File: src/design/forth_cfg_pkg.sv
// sizes of the byte-coded forth core
// QDEPTH must be a power of two, queue pointers wrap on their own
package forth_cfg_pkg;

    localparam int DSZ    = 32;              // data path width
    localparam int ASZ    = 8;               // program address width, 256 bytes
    localparam int QDEPTH = 4;               // opcode queue entries
    localparam int SDEPTH = 16;              // stack ram cells below s0
    localparam int SPW    = 5;               // depth counter, counts SDEPTH + tos + s0

    // derived widths
    localparam int QPW = $clog2(QDEPTH);     // queue pointer
    localparam int QCW = $clog2(QDEPTH + 1); // queue fill count
    localparam int SAW = $clog2(SDEPTH);     // stack ram address

endpackage

File: src/design/forth_op_pkg.sv
// opcode set and stack operation codes of the inner interpreter
// opcode bytes above OP_BYE are not in the enum, fetch turns them into OP_NOP
package forth_op_pkg;

    // byte opcodes, values fixed by order
    typedef enum logic [7:0] {
        OP_NOP   = 8'd0,
        OP_DOLIT = 8'd1,   // followed by one literal byte
        OP_DUP   = 8'd2,
        OP_DROP  = 8'd3,
        OP_OVER  = 8'd4,
        OP_SWAP  = 8'd5,
        OP_ADD   = 8'd6,
        OP_SUB   = 8'd7,
        OP_MUL   = 8'd8,
        OP_AND   = 8'd9,
        OP_OR    = 8'd10,
        OP_XOR   = 8'd11,
        OP_NEG   = 8'd12,
        OP_BYE   = 8'd13   // ends the program
    } opcode_e;

    // stack operation applied at the next edge
    typedef enum logic [1:0] {
        SS_HOLD = 2'd0,    // no change
        SS_LOAD = 2'd1,    // tos only
        SS_PUSH = 2'd2,    // tos -> s0 -> ram
        SS_POP  = 2'd3     // ram -> s0, new tos
    } sop_e;

    // decoded queue entry, literal is zero for all but DOLIT
    typedef struct packed {
        opcode_e    op;
        logic [7:0] lit;
    } op_entry_t;

endpackage

File: src/design/forth_if.sv
// links inside the core
// mem_rd_io: rd_vld follows rd_en by exactly one cycle, one read in flight at most

interface mem_rd_io;
    logic                            rd_en;   // read strobe
    logic [forth_cfg_pkg::ASZ-1:0]   addr;
    logic [7:0]                      rd_data; // valid with rd_vld
    logic                            rd_vld;

    modport master (output rd_en, addr, input rd_data, rd_vld);
    modport slave  (input rd_en, addr, output rd_data, rd_vld);
endinterface

// stack port, swap only has a meaning together with SS_LOAD
interface ss_io;
    forth_op_pkg::sop_e              op;
    logic                            swap;    // old tos goes to s0
    logic [forth_cfg_pkg::DSZ-1:0]   nxt_tos;
    logic [forth_cfg_pkg::DSZ-1:0]   tos;
    logic [forth_cfg_pkg::DSZ-1:0]   s0;
    logic [forth_cfg_pkg::SPW-1:0]   depth;   // cells on the stack incl. tos and s0

    modport master (
        output op, swap, nxt_tos,
        input  tos, s0, depth
    );
    modport slave (
        input  op, swap, nxt_tos,
        output tos, s0, depth
    );
endinterface

File: src/design/data_stack.sv
// tos and s0 in registers, deeper cells in a small ram
// cells below the stack bottom read as zero

module data_stack (
    input  logic clk,
    input  logic rst,
    input  logic clr,
    ss_io.slave  ss
);

    localparam logic [forth_cfg_pkg::SPW-1:0] FULL =
        forth_cfg_pkg::SPW'(forth_cfg_pkg::SDEPTH + 2);

    logic [forth_cfg_pkg::DSZ-1:0] ram [forth_cfg_pkg::SDEPTH];
    logic [forth_cfg_pkg::SPW-1:0] wr_idx;
    logic [forth_cfg_pkg::SPW-1:0] rd_idx;
    logic [forth_cfg_pkg::DSZ-1:0] rd_val;
    logic                          spill;

    always_comb begin
        wr_idx = ss.depth - forth_cfg_pkg::SPW'(2);   // first free ram cell
        rd_idx = ss.depth - forth_cfg_pkg::SPW'(3);   // top ram cell
        spill  = (ss.op == forth_op_pkg::SS_PUSH) && !clr
                 && (ss.depth >= forth_cfg_pkg::SPW'(2));
        rd_val = (ss.depth >= forth_cfg_pkg::SPW'(3)) ? ram[rd_idx[forth_cfg_pkg::SAW-1:0]] : '0;
    end

    always_ff @(posedge clk) begin
        if (spill) begin
            ram[wr_idx[forth_cfg_pkg::SAW-1:0]] <= ss.s0;
        end
    end

    always_ff @(posedge clk) begin
        if (rst || clr) begin
            ss.tos   <= '0;
            ss.s0    <= '0;
            ss.depth <= '0;
        end else begin
            case (ss.op)
                forth_op_pkg::SS_LOAD: begin
                    ss.tos <= ss.nxt_tos;
                    if (ss.swap) begin
                        ss.s0 <= ss.tos;
                    end
                end
                forth_op_pkg::SS_PUSH: begin
                    ss.tos   <= ss.nxt_tos;
                    ss.s0    <= ss.tos;
                    ss.depth <= ss.depth + 1'b1;
                end
                forth_op_pkg::SS_POP: begin
                    ss.tos   <= ss.nxt_tos;
                    ss.s0    <= rd_val;         // refill from ram
                    ss.depth <= ss.depth - 1'b1;
                end
                default: ss.depth <= ss.depth; // hold
            endcase
        end
    end

    a_no_push_full: assert property (
        @(posedge clk) disable iff (rst)
        (ss.op == forth_op_pkg::SS_PUSH && !clr) |-> (ss.depth != FULL)
    );

    a_no_pop_empty: assert property (
        @(posedge clk) disable iff (rst)
        (ss.op == forth_op_pkg::SS_POP && !clr) |-> (ss.depth != '0)
    );

endmodule

File: src/design/exec_unit.sv
// executes the queue head in the cycle it shows up, one op per cycle
// done pulses the cycle after BYE, bsy drops at the same edge

module exec_unit (
    input  logic                    clk,
    input  logic                    rst,
    input  logic                    start,
    input  logic                    empty,
    input  forth_op_pkg::op_entry_t head,
    output logic                    pop,
    ss_io.master                    ss,
    output logic                    bsy,
    output logic                    done
);

    logic is_bye;

    always_comb begin
        pop     = bsy && !empty && !start;   // start flushes the queue instead
        is_bye  = pop && (head.op == forth_op_pkg::OP_BYE);

        ss.op      = forth_op_pkg::SS_HOLD;
        ss.swap    = 1'b0;
        ss.nxt_tos = ss.tos;
        if (pop) begin
            case (head.op)
                forth_op_pkg::OP_DOLIT: begin
                    ss.op      = forth_op_pkg::SS_PUSH;
                    ss.nxt_tos = {{(forth_cfg_pkg::DSZ - 8){1'b0}}, head.lit};
                end
                forth_op_pkg::OP_DUP:  ss.op = forth_op_pkg::SS_PUSH;  // nxt_tos is tos
                forth_op_pkg::OP_OVER: begin
                    ss.op      = forth_op_pkg::SS_PUSH;
                    ss.nxt_tos = ss.s0;
                end
                forth_op_pkg::OP_DROP: begin
                    ss.op      = forth_op_pkg::SS_POP;
                    ss.nxt_tos = ss.s0;
                end
                forth_op_pkg::OP_SWAP: begin
                    ss.op      = forth_op_pkg::SS_LOAD;
                    ss.swap    = 1'b1;
                    ss.nxt_tos = ss.s0;
                end
                forth_op_pkg::OP_ADD: begin
                    ss.op      = forth_op_pkg::SS_POP;
                    ss.nxt_tos = ss.s0 + ss.tos;
                end
                forth_op_pkg::OP_SUB: begin
                    ss.op      = forth_op_pkg::SS_POP;
                    ss.nxt_tos = ss.s0 - ss.tos;
                end
                forth_op_pkg::OP_MUL: begin
                    ss.op      = forth_op_pkg::SS_POP;
                    ss.nxt_tos = ss.s0 * ss.tos;   // low half only
                end
                forth_op_pkg::OP_AND: begin
                    ss.op      = forth_op_pkg::SS_POP;
                    ss.nxt_tos = ss.s0 & ss.tos;
                end
                forth_op_pkg::OP_OR: begin
                    ss.op      = forth_op_pkg::SS_POP;
                    ss.nxt_tos = ss.s0 | ss.tos;
                end
                forth_op_pkg::OP_XOR: begin
                    ss.op      = forth_op_pkg::SS_POP;
                    ss.nxt_tos = ss.s0 ^ ss.tos;
                end
                forth_op_pkg::OP_NEG: begin
                    ss.op      = forth_op_pkg::SS_LOAD;
                    ss.nxt_tos = -ss.tos;
                end
                default: ss.op = forth_op_pkg::SS_HOLD;  // NOP and BYE
            endcase
        end
    end

    always_ff @(posedge clk) begin
        if (rst) begin
            bsy  <= 1'b0;
            done <= 1'b0;
        end else begin
            done <= is_bye;
            if (start) begin
                bsy <= 1'b1;
            end else if (is_bye) begin
                bsy <= 1'b0;
            end
        end
    end

endmodule

File: src/design/forth_core.sv
// forth inner interpreter top, load the program first, then pulse start with pfa
// tos, s0 and depth hold after done until the next start

module forth_core (
    input  logic                          clk,
    input  logic                          rst,
    input  logic                          load_we,
    input  logic [forth_cfg_pkg::ASZ-1:0] load_addr,
    input  logic [7:0]                    load_data,
    input  logic                          start,
    input  logic [forth_cfg_pkg::ASZ-1:0] pfa,
    output logic                          bsy,
    output logic                          done,
    output logic [forth_cfg_pkg::DSZ-1:0] tos,
    output logic [forth_cfg_pkg::DSZ-1:0] s0,
    output logic [forth_cfg_pkg::SPW-1:0] depth
);

    mem_rd_io mem_if ();
    ss_io     ss_if ();

    logic                    q_wr_en;
    forth_op_pkg::op_entry_t q_wr_entry;
    logic                    q_room;
    logic                    q_pop;
    logic                    q_empty;
    forth_op_pkg::op_entry_t q_head;

    prog_mem u_mem (
        .clk(clk), .rst(rst),
        .load_we(load_we), .load_addr(load_addr), .load_data(load_data),
        .mem(mem_if.slave)
    );

    opcode_fetch u_fetch (
        .clk(clk), .rst(rst), .start(start), .pfa(pfa),
        .mem(mem_if.master), .room(q_room),
        .wr_en(q_wr_en), .wr_entry(q_wr_entry)
    );

    op_queue u_queue (
        .clk(clk), .rst(rst), .clr(start),           // flushed on every start
        .wr_en(q_wr_en), .wr_entry(q_wr_entry), .room(q_room),
        .pop(q_pop), .empty(q_empty), .head(q_head)
    );

    data_stack u_stack (
        .clk(clk), .rst(rst), .clr(start),
        .ss(ss_if.slave)
    );

    exec_unit u_exec (
        .clk(clk), .rst(rst), .start(start),
        .empty(q_empty), .head(q_head), .pop(q_pop),
        .ss(ss_if.master), .bsy(bsy), .done(done)
    );

    assign tos   = ss_if.tos;
    assign s0    = ss_if.s0;
    assign depth = ss_if.depth;

endmodule

File: src/design/op_queue.sv
// circular FIFO of decoded entries, head is read combinationally
// room needs two free slots so a read already in flight always has a place

module op_queue (
    input  logic                    clk,
    input  logic                    rst,
    input  logic                    clr,
    input  logic                    wr_en,
    input  forth_op_pkg::op_entry_t wr_entry,
    output logic                    room,
    input  logic                    pop,
    output logic                    empty,
    output forth_op_pkg::op_entry_t head
);

    forth_op_pkg::op_entry_t       ent [forth_cfg_pkg::QDEPTH];
    logic [forth_cfg_pkg::QPW-1:0] wp;
    logic [forth_cfg_pkg::QPW-1:0] rp;
    logic [forth_cfg_pkg::QCW-1:0] cnt;

    always_ff @(posedge clk) begin
        if (wr_en && !clr) begin
            ent[wp] <= wr_entry;
        end
    end

    always_ff @(posedge clk) begin
        if (rst || clr) begin
            wp  <= '0;
            rp  <= '0;
            cnt <= '0;
        end else begin
            if (wr_en) begin
                wp <= wp + 1'b1;   // wraps at QDEPTH
            end
            if (pop) begin
                rp <= rp + 1'b1;
            end
            cnt <= cnt + forth_cfg_pkg::QCW'(wr_en) - forth_cfg_pkg::QCW'(pop);
        end
    end

    assign empty = (cnt == '0);
    assign room  = (cnt <= forth_cfg_pkg::QCW'(forth_cfg_pkg::QDEPTH - 2));
    assign head  = ent[rp];

    a_no_write_full: assert property (
        @(posedge clk) disable iff (rst)
        (wr_en && !clr) |-> (cnt != forth_cfg_pkg::QCW'(forth_cfg_pkg::QDEPTH))
    );

    a_no_pop_empty: assert property (
        @(posedge clk) disable iff (rst)
        (pop && !clr) |-> !empty
    );

endmodule

File: src/design/opcode_fetch.sv
// walks ip from pfa, one read in flight, reads only while the queue has room
// one entry per byte, DOLIT and its literal byte become a single entry

module opcode_fetch (
    input  logic                          clk,
    input  logic                          rst,
    input  logic                          start,
    input  logic [forth_cfg_pkg::ASZ-1:0] pfa,
    mem_rd_io.master                      mem,
    input  logic                          room,
    output logic                          wr_en,
    output forth_op_pkg::op_entry_t       wr_entry
);

    typedef enum logic [1:0] {
        F_IDLE,
        F_OP,     // next byte is an opcode
        F_LIT,    // next byte is a DOLIT literal
        F_STOP    // BYE queued, wait for start
    } fstate_e;

    fstate_e                       state;
    logic [forth_cfg_pkg::ASZ-1:0] ip;
    logic                          running;
    forth_op_pkg::opcode_e         rd_op;

    always_comb begin
        running = (state == F_OP) || (state == F_LIT);
        // a returning byte blocks the next read, so rd_vld also marks the read in flight
        mem.rd_en = running && room && !mem.rd_vld && !start;
        mem.addr  = ip;

        // unknown bytes run as NOP
        if (mem.rd_data <= forth_op_pkg::OP_BYE) begin
            rd_op = forth_op_pkg::opcode_e'(mem.rd_data);
        end else begin
            rd_op = forth_op_pkg::OP_NOP;
        end

        wr_en          = 1'b0;
        wr_entry.op    = rd_op;
        wr_entry.lit   = 8'h00;
        if (mem.rd_vld && !start) begin
            case (state)
                F_OP: wr_en = (rd_op != forth_op_pkg::OP_DOLIT); // DOLIT waits for its byte
                F_LIT: begin
                    wr_en        = 1'b1;
                    wr_entry.op  = forth_op_pkg::OP_DOLIT;
                    wr_entry.lit = mem.rd_data;
                end
                default: wr_en = 1'b0;
            endcase
        end
    end

    always_ff @(posedge clk) begin
        if (rst) begin
            state <= F_IDLE;
            ip    <= '0;
        end else if (start) begin
            state <= F_OP;
            ip    <= pfa;
        end else begin
            if (mem.rd_en) begin
                ip <= ip + 1'b1;
            end
            if (mem.rd_vld) begin
                case (state)
                    F_OP: begin
                        if (rd_op == forth_op_pkg::OP_DOLIT) begin
                            state <= F_LIT;
                        end else if (rd_op == forth_op_pkg::OP_BYE) begin
                            state <= F_STOP;
                        end
                    end
                    F_LIT:   state <= F_OP;
                    default: state <= state;
                endcase
            end
        end
    end

    // room seen at read time must still hold when the byte lands
    a_wr_with_room: assert property (
        @(posedge clk) disable iff (rst)
        wr_en |-> room
    );

endmodule

File: src/design/prog_mem.sv
// byte program memory, host writes only while the core is not fetching
// read data is registered, no reset on the array

module prog_mem (
    input  logic                          clk,
    input  logic                          rst,
    input  logic                          load_we,
    input  logic [forth_cfg_pkg::ASZ-1:0] load_addr,
    input  logic [7:0]                    load_data,
    mem_rd_io.slave                       mem
);

    logic [7:0] ram [2**forth_cfg_pkg::ASZ];

    always_ff @(posedge clk) begin
        if (load_we) begin
            ram[load_addr] <= load_data;   // host load port
        end
        if (mem.rd_en) begin
            mem.rd_data <= ram[mem.addr];
        end
    end

    // valid strobe one cycle behind the read
    always_ff @(posedge clk) begin
        if (rst) begin
            mem.rd_vld <= 1'b0;
        end else begin
            mem.rd_vld <= mem.rd_en;
        end
    end

    // loading happens before start, never during a run
    a_no_load_during_read: assert property (
        @(posedge clk) disable iff (rst)
        !(load_we && mem.rd_en)
    );

endmodule

File: config.mk
export PLATFORM = sky130hd
export DESIGN_NAME = forth_core
export DESIGN_NICKNAME = d
export VERILOG_FILES = /design/src/design/forth_cfg_pkg.sv /design/src/design/forth_op_pkg.sv /design/src/design/forth_if.sv /design/src/design/data_stack.sv /design/src/design/exec_unit.sv /design/src/design/forth_core.sv /design/src/design/op_queue.sv /design/src/design/opcode_fetch.sv /design/src/design/prog_mem.sv
export SDC_FILE = /design/constraint.sdc
export NUM_CORES = 2
export LEC_CHECK = 0
export BUFFER_PORTS_ARGS = -buffer_cell sky130_fd_sc_hd__buf_4
export CORE_AREA = 4 4 557 421
export DETAILED_ROUTE_END_ITERATION = 10
export DIE_AREA = 0 0 561 425
export GPL_TIMING_DRIVEN = 1
export PLACE_DENSITY_LB_ADDON = 0.15
export SETUP_SLACK_MARGIN = 0.05
export SYNTH_ARGS = -nofsm -noshare
export SYNTH_HDL_FRONTEND = slang
export SYNTH_SLANG_ARGS = --single-unit
File: constraint.sdc
create_clock -name clk -period 22.7 [get_ports clk]
set_clock_uncertainty 0.1 [all_clocks]
set_input_delay 1.135 -clock clk [delete_from_list [all_inputs] [get_ports clk]]
set_output_delay 1.135 -clock clk [all_outputs]
set_load 0.01 [all_outputs]
### Word level (Yosys, flattened, before mapping)

Memory sizes are Yosys's and may differ from the RTL's. A register that Yosys moved wholly into a read port is not among the register bits.
Index checks and enable logic that the tools add are counted.

* flip-flop bits (word level): 89
* latch bits: 0
* bits in writable memories: 2624
* bits in read-only memories: 0
* bits of input ports: 28
* output and inout bits: 71
* word-level logic and storage cells: 124
* memories kept: 3

* add/sub/neg operators: 12
* multipliers: 1
* divide/modulo/power cells: 0
* magnitude comparators: 4
* eq/ne operators: 24
* shifts and indexed selects: 0
* multiplexer cells: 31
* bitwise gates (word level): 3
* reduce and logical (&&, ||, !) cells: 34

Memories
* u_mem.ram: words 256, bits a word 8, read ports 1, clocked after memory_dff 1, write ports 1, line prog_mem.sv:13 `logic [7:0] ram [2**forth_cfg_pkg::ASZ];`
* u_stack.ram: words 16, bits a word 32, read ports 1, clocked after memory_dff 0, write ports 1, line data_stack.sv:14 `logic [forth_cfg_pkg::DSZ-1:0] ram [forth_cfg_pkg::SDEPTH];`
* u_queue.ent: words 4, bits a word 16, read ports 1, clocked after memory_dff 1, write ports 1, line op_queue.sv:16 `forth_op_pkg::op_entry_t ent [forth_cfg_pkg::QDEPTH];`

Operators by type and width (number)
* 32-bit case mux with 9 select lines: 1
* 32-bit case mux with 3 select lines: 1
* 32-bit 2-to-1 mux: 2
* 8-bit by 4-bit == test with 1-bit output, second input constant: 7
* 32-bit adder: 1
* 32-bit bitwise AND: 1
* 8-bit by 3-bit == test with 1-bit output, second input constant: 4
* 32-bit by 32-bit multiplier with 32-bit output: 1
* 16-bit 2-to-1 mux: 2
* 32-bit negation: 1
* 32-bit bitwise OR: 1
* 32-bit subtractor: 1
* 32-bit XOR: 1
* 8-bit 2-to-1 mux: 3
* 8-bit by 1-bit == test with 1-bit output, second input constant: 2
* 8-bit by 2-bit == test with 1-bit output, second input constant: 2
* 1-bit 2-to-1 mux: 13
* 5-bit by 2-bit greater-or-equal comparator with 1-bit output, second input constant: 2
* 1-bit logical AND: 10
* 2-bit 2-to-1 mux: 5
* 5-bit case mux with 2 select lines: 1
* 2-bit nonzero test: 5
* 3-bit AND reduction: 3
* 9-bit nonzero test: 1
* other kinds (26): 38

### Longest topological paths before layout

* depth after elaboration: 10
* gate-level depth with buffers: 30
* mapped depth without buffers: 28

### Hierarchy

From an unflattened synthesis, not the netlist that was laid out.

* cell total of the unflattened synthesis: 7808
* area total of the unflattened synthesis: 126268.6 µm²

Modules (own cells, without submodules)
* prog_mem: instances 1, cells an instance 3712, area each 79407.4 µm², sequential area each 61759.2 µm²
* data_stack: instances 1, cells an instance 1277, area each 22441.5 µm², sequential area each 16756.1 µm²
* exec_unit: instances 1, cells an instance 2592, area each 20820.0 µm², sequential area each 40.0 µm²
* op_queue: instances 1, cells an instance 133, area each 2807.7 µm², sequential area each 2102.0 µm²
* opcode_fetch: instances 1, cells an instance 94, area each 792.0 µm², sequential area each 200.2 µm²

### Worst setup path before layout

OpenSTA, ideal clock, no wires.

* path kind: reg2reg
* start: register u_stack.ss.s0[12]
* end: register u_stack.ss.tos[31]
* setup time: 0.086 ns
* data arrival time: 7.541 ns
* data required time: 22.514 ns
* slack: 14.974 ns
* cell stages (with the launch flop): 29
* path buffers: 2
* period minus slack after synthesis: 7.726 ns
* cell sequence: dfxtp_1 > clkbuf_1 > inv_1 > clkbuf_1 > nor2_1 > fa_1 > fa_1 > fa_1 > inv_1 > fa_1 > inv_1 > fa_1 > inv_1 > fa_1 > inv_1 > fa_1 > fa_1 > ha_1 > a21o_1 > a21oi_1 > o21ai_0 > a221oi_1 > o21ai_0 > a41oi_1 > o221ai_1 > a21oi_1 > xnor2_1 > nand2_1 > a211oi_1

* word-level cells in the longest chain between the ends: 2
* elaborated cells on any way between the ends: 4
* those cells by class: 2 x add/sub; 1 x mul; 1 x mux

RTL lines
* start, declared: line forth_if.sv:29 `output tos, s0, depth`
* start signal, assigned: line data_stack.sv:44 `ss.s0 <= ss.tos;`
* start signal, assigned: line data_stack.sv:49 `ss.s0 <= ss.tos;`
* start signal, assigned: line data_stack.sv:54 `ss.s0 <= rd_val;`
* 32-bit by 32-bit multiplier with 32-bit output (tied with other cells): line exec_unit.sv:55 `ss.nxt_tos = ss.s0 * ss.tos;`
* 32-bit case mux with 9 select lines *: line exec_unit.sv:26 `case (head.op)`
* end signal, assigned: line data_stack.sv:42 `ss.tos <= ss.nxt_tos;`
* end signal, assigned: line data_stack.sv:48 `ss.tos <= ss.nxt_tos;`
* end signal, assigned: line data_stack.sv:53 `ss.tos <= ss.nxt_tos;`
* end, declared: line forth_if.sv:29

Every way passes the cells marked *; elsewhere a longest branch is shown, timed or not.
A chain may end at the register's enable or synchronous reset.

### Worst setup path in the final report

* start: register u_stack.ss.s0[6]
* end: register u_stack.ss.tos[29]

The elaborated chain is that of the path after synthesis.

==> run metrics <==
outcome=finished, final reports clean; post-layout min period=9.76 ns; max cap viols=0; drt first-iter violations=9925; number of detailed-route iterations in the first pass=7; post-synthesis sequential area ratio=0.645; Antenna Violating Nets Remaining=0; initial antenna violation count=13; Synth Register Bits=2723; Post-synth EDFFs=2632; commonest non-fill, non-tap cell in the layout=edfxtp_1; VDD IR max=0.0800 mV; Final period util=0.430; Mapped Avg Cell Area=17.3 µm²; post-CTS setup buffer count=0; vias in the first global route=68.7k; fillers=16.4k; CTS Root Cell=clkbuf_16; critical path required time=23.40 ns; Netlist Area Pre-Place=125000 µm²; worst-path fanout max=18; Worst setup SP type=flip-flop; Async S/R FF share, synth=0; Slew headroom=0.0804; Ys Warns=0; Via Count=69.4k; Hold/Removal Path Class=reg -> reg; Finished Cell Area=139000 µm²; critical path startpoint=u_stack.ss.s0[6]; Slew Limit Fails=0; CTS Buf Count=269; die width=561 µm; total clock sinks=2723; final count of negative-setup-slack endpoints=0; routed length per instance=32.9 µm; Worst-path clk slew=0.06 ns; global-route wire length before repair=509000 µm; Top FF cell, synth=edfxtp_1; TNS Setup=0 ns; Final #Nets=8084; commonest cells after routing, fill and taps aside=edfxtp_1 (2632), mux4_2 (799), nor2_1 (729); Reg-to-Reg Start=u_stack.ss.s0[6]; CTS tree=done; Worst-Margin Slew=1.34 ns; routed wire length=352000 µm; I/O Pins=99; Total GRT Usage=0.298; die area=238000 µm²; starting density of the core=0.549; HP Start=u_mem.mem.rd_vld; gr ovfl total=0; # rows=152; Longest Clk Path Bufs=4; H-tree depth=5; area delta synth->final=10.5%; CP Class=reg -> reg; Post-DP HPWL=226000 µm; Critical Path AT=10.45 ns; hold_buf cts=0; number of remaining DRC errors=0; Post-Syn Instances=7260; Core Area=228000 µm²; Power Dens Cells=74.5 nW/µm²; crit end category=flip-flop; RSZ-0062 raised after global routing=false; Final GP Congestion=0.980; Area after DPL=130000 µm²; Leakage=46.5 nW; worst skew pair latency=0.86 ns; Die H=425 µm; final hold vios=0; drt via density=6.49; layout cells sized above 1=0.198; largest net degree at the start of global routing=166; Distinct cells, synth=83; # resized after CTS=0; IO Port Bufs=98; fmax=0.103 GHz
## layout make-up
class	count	area, µm²	area share
clock buffers	350	7380	0.0533
well taps	3080	3850	0.0278
multi-input cells	3654	41300	0.298
repair buffers	278	2220	0.0161
inverters	481	1810	0.0130
flip-flops and latches	2723	80900	0.584
diodes	6	15.0	0.000108
clock inverters	120	1070	0.00773
## registers in the layout, indices dropped and copies added, names as in the netlist, 3 cells and up, named ones only
name               cells
u_fetch.mem.addr       8
u_mem.mem.rd_data      8
u_mem.ram           2048
u_queue.cnt            3
u_queue.ent           64
u_stack.ram          512
u_stack.ss.depth       5
u_stack.ss.s0         32
u_stack.ss.tos        32
## per-layer routing
metal	vias to the layer above	global-route usage	routed length [µm]
li1	28100	-	-
met1	36600	0.478	153000
met2	4154	0.394	144000
met3	532	0.100	46700
met4	18	0.0658	8500
met5	-	0.00343	194
## critical path, stage by stage, from the launching register on
cell      delay, ns
dfxtp_1        0.67
buf_4          0.42
clkinv_1       0.82
nor2_1         0.41
fa_1           0.47
inv_1          0.09
fa_1           0.43
fa_1           0.50
inv_1          0.06
fa_1           0.53
ha_1           0.23
ha_1           0.28
inv_1          0.04
fa_1           0.49
inv_1          0.05
fa_1           0.43
ha_1           0.33
o21ai_0        0.10
nand2_1        0.07
o221ai_1       0.25
o22a_1         0.36
o21ai_0        1.00
a41oi_1        0.36
o21ai_0        0.69
a21oi_1        0.16
a21oi_1        0.19
a221o_1        0.13
## per-stage QoR
step                      setup slack [ns]  hold slack (ns)  std cells   util  power (mW)
after detailed placement             13.38            0.423      10200  0.570        6.09
after global placement               13.46            0.404      10200  0.570        6.09
after global routing                 12.53            0.465      10700  0.607        10.6
final                                12.94            0.442      10700  0.607        10.3
after floorplan                      14.97            0.371       7275      -        5.89
after CTS                            13.34            0.434      10700  0.607        10.4
## logic make-up (layout without fill, tap and decap cells)
group                      after synthesis  in the layout  synth area share
buffers and inverters                  898           1229            0.0276
adders and majority gates              649            649            0.0894
and+or+nand+nor                       1346           1346            0.0452
AOI/OAI and AO/OA                      637            637            0.0340
DFF                                   2723           2723             0.645
other                                    1             22         0.0000299
xor gates and xnor gates               142            142           0.00998
muxes                                  864            864             0.149
## power breakdown
group / internal, mW / switching [mW] / total, mW
logic: 0.191 / 0.282 / 0.473
clock network: 2.48 / 1.86 / 4.34
registers: 5.50 / 0.0119 / 5.51
## cell usage after synthesis, types with 64 or more instances
cell type	n	area share
xnor2_1	99	0.0069
buf_2	64	0.0026
nor2b_1	78	0.0039
o21ai_0	93	0.0037
inv_1	466	0.014
clkbuf_1	295	0.0088
mux4_2	799	0.14
nor2_1	746	0.022
dfxtp_1	91	0.015
a211oi_1	99	0.0059
nand2_1	340	0.010
edfxtp_1	2632	0.63
ha_1	237	0.024
a21oi_1	177	0.0071
fa_1	412	0.066
## path summary, 6_finish.rpt
kind,depth (start not counted),to,slack [ns]
max,26,u_stack.ss.tos[29],12.94
min,1,u_mem.mem.rd_vld,0.44
max reg2reg,26,u_stack.ss.tos[29],12.94
min reg2reg,1,u_mem.mem.rd_vld,0.44
(Power assumes the default switching activity.)
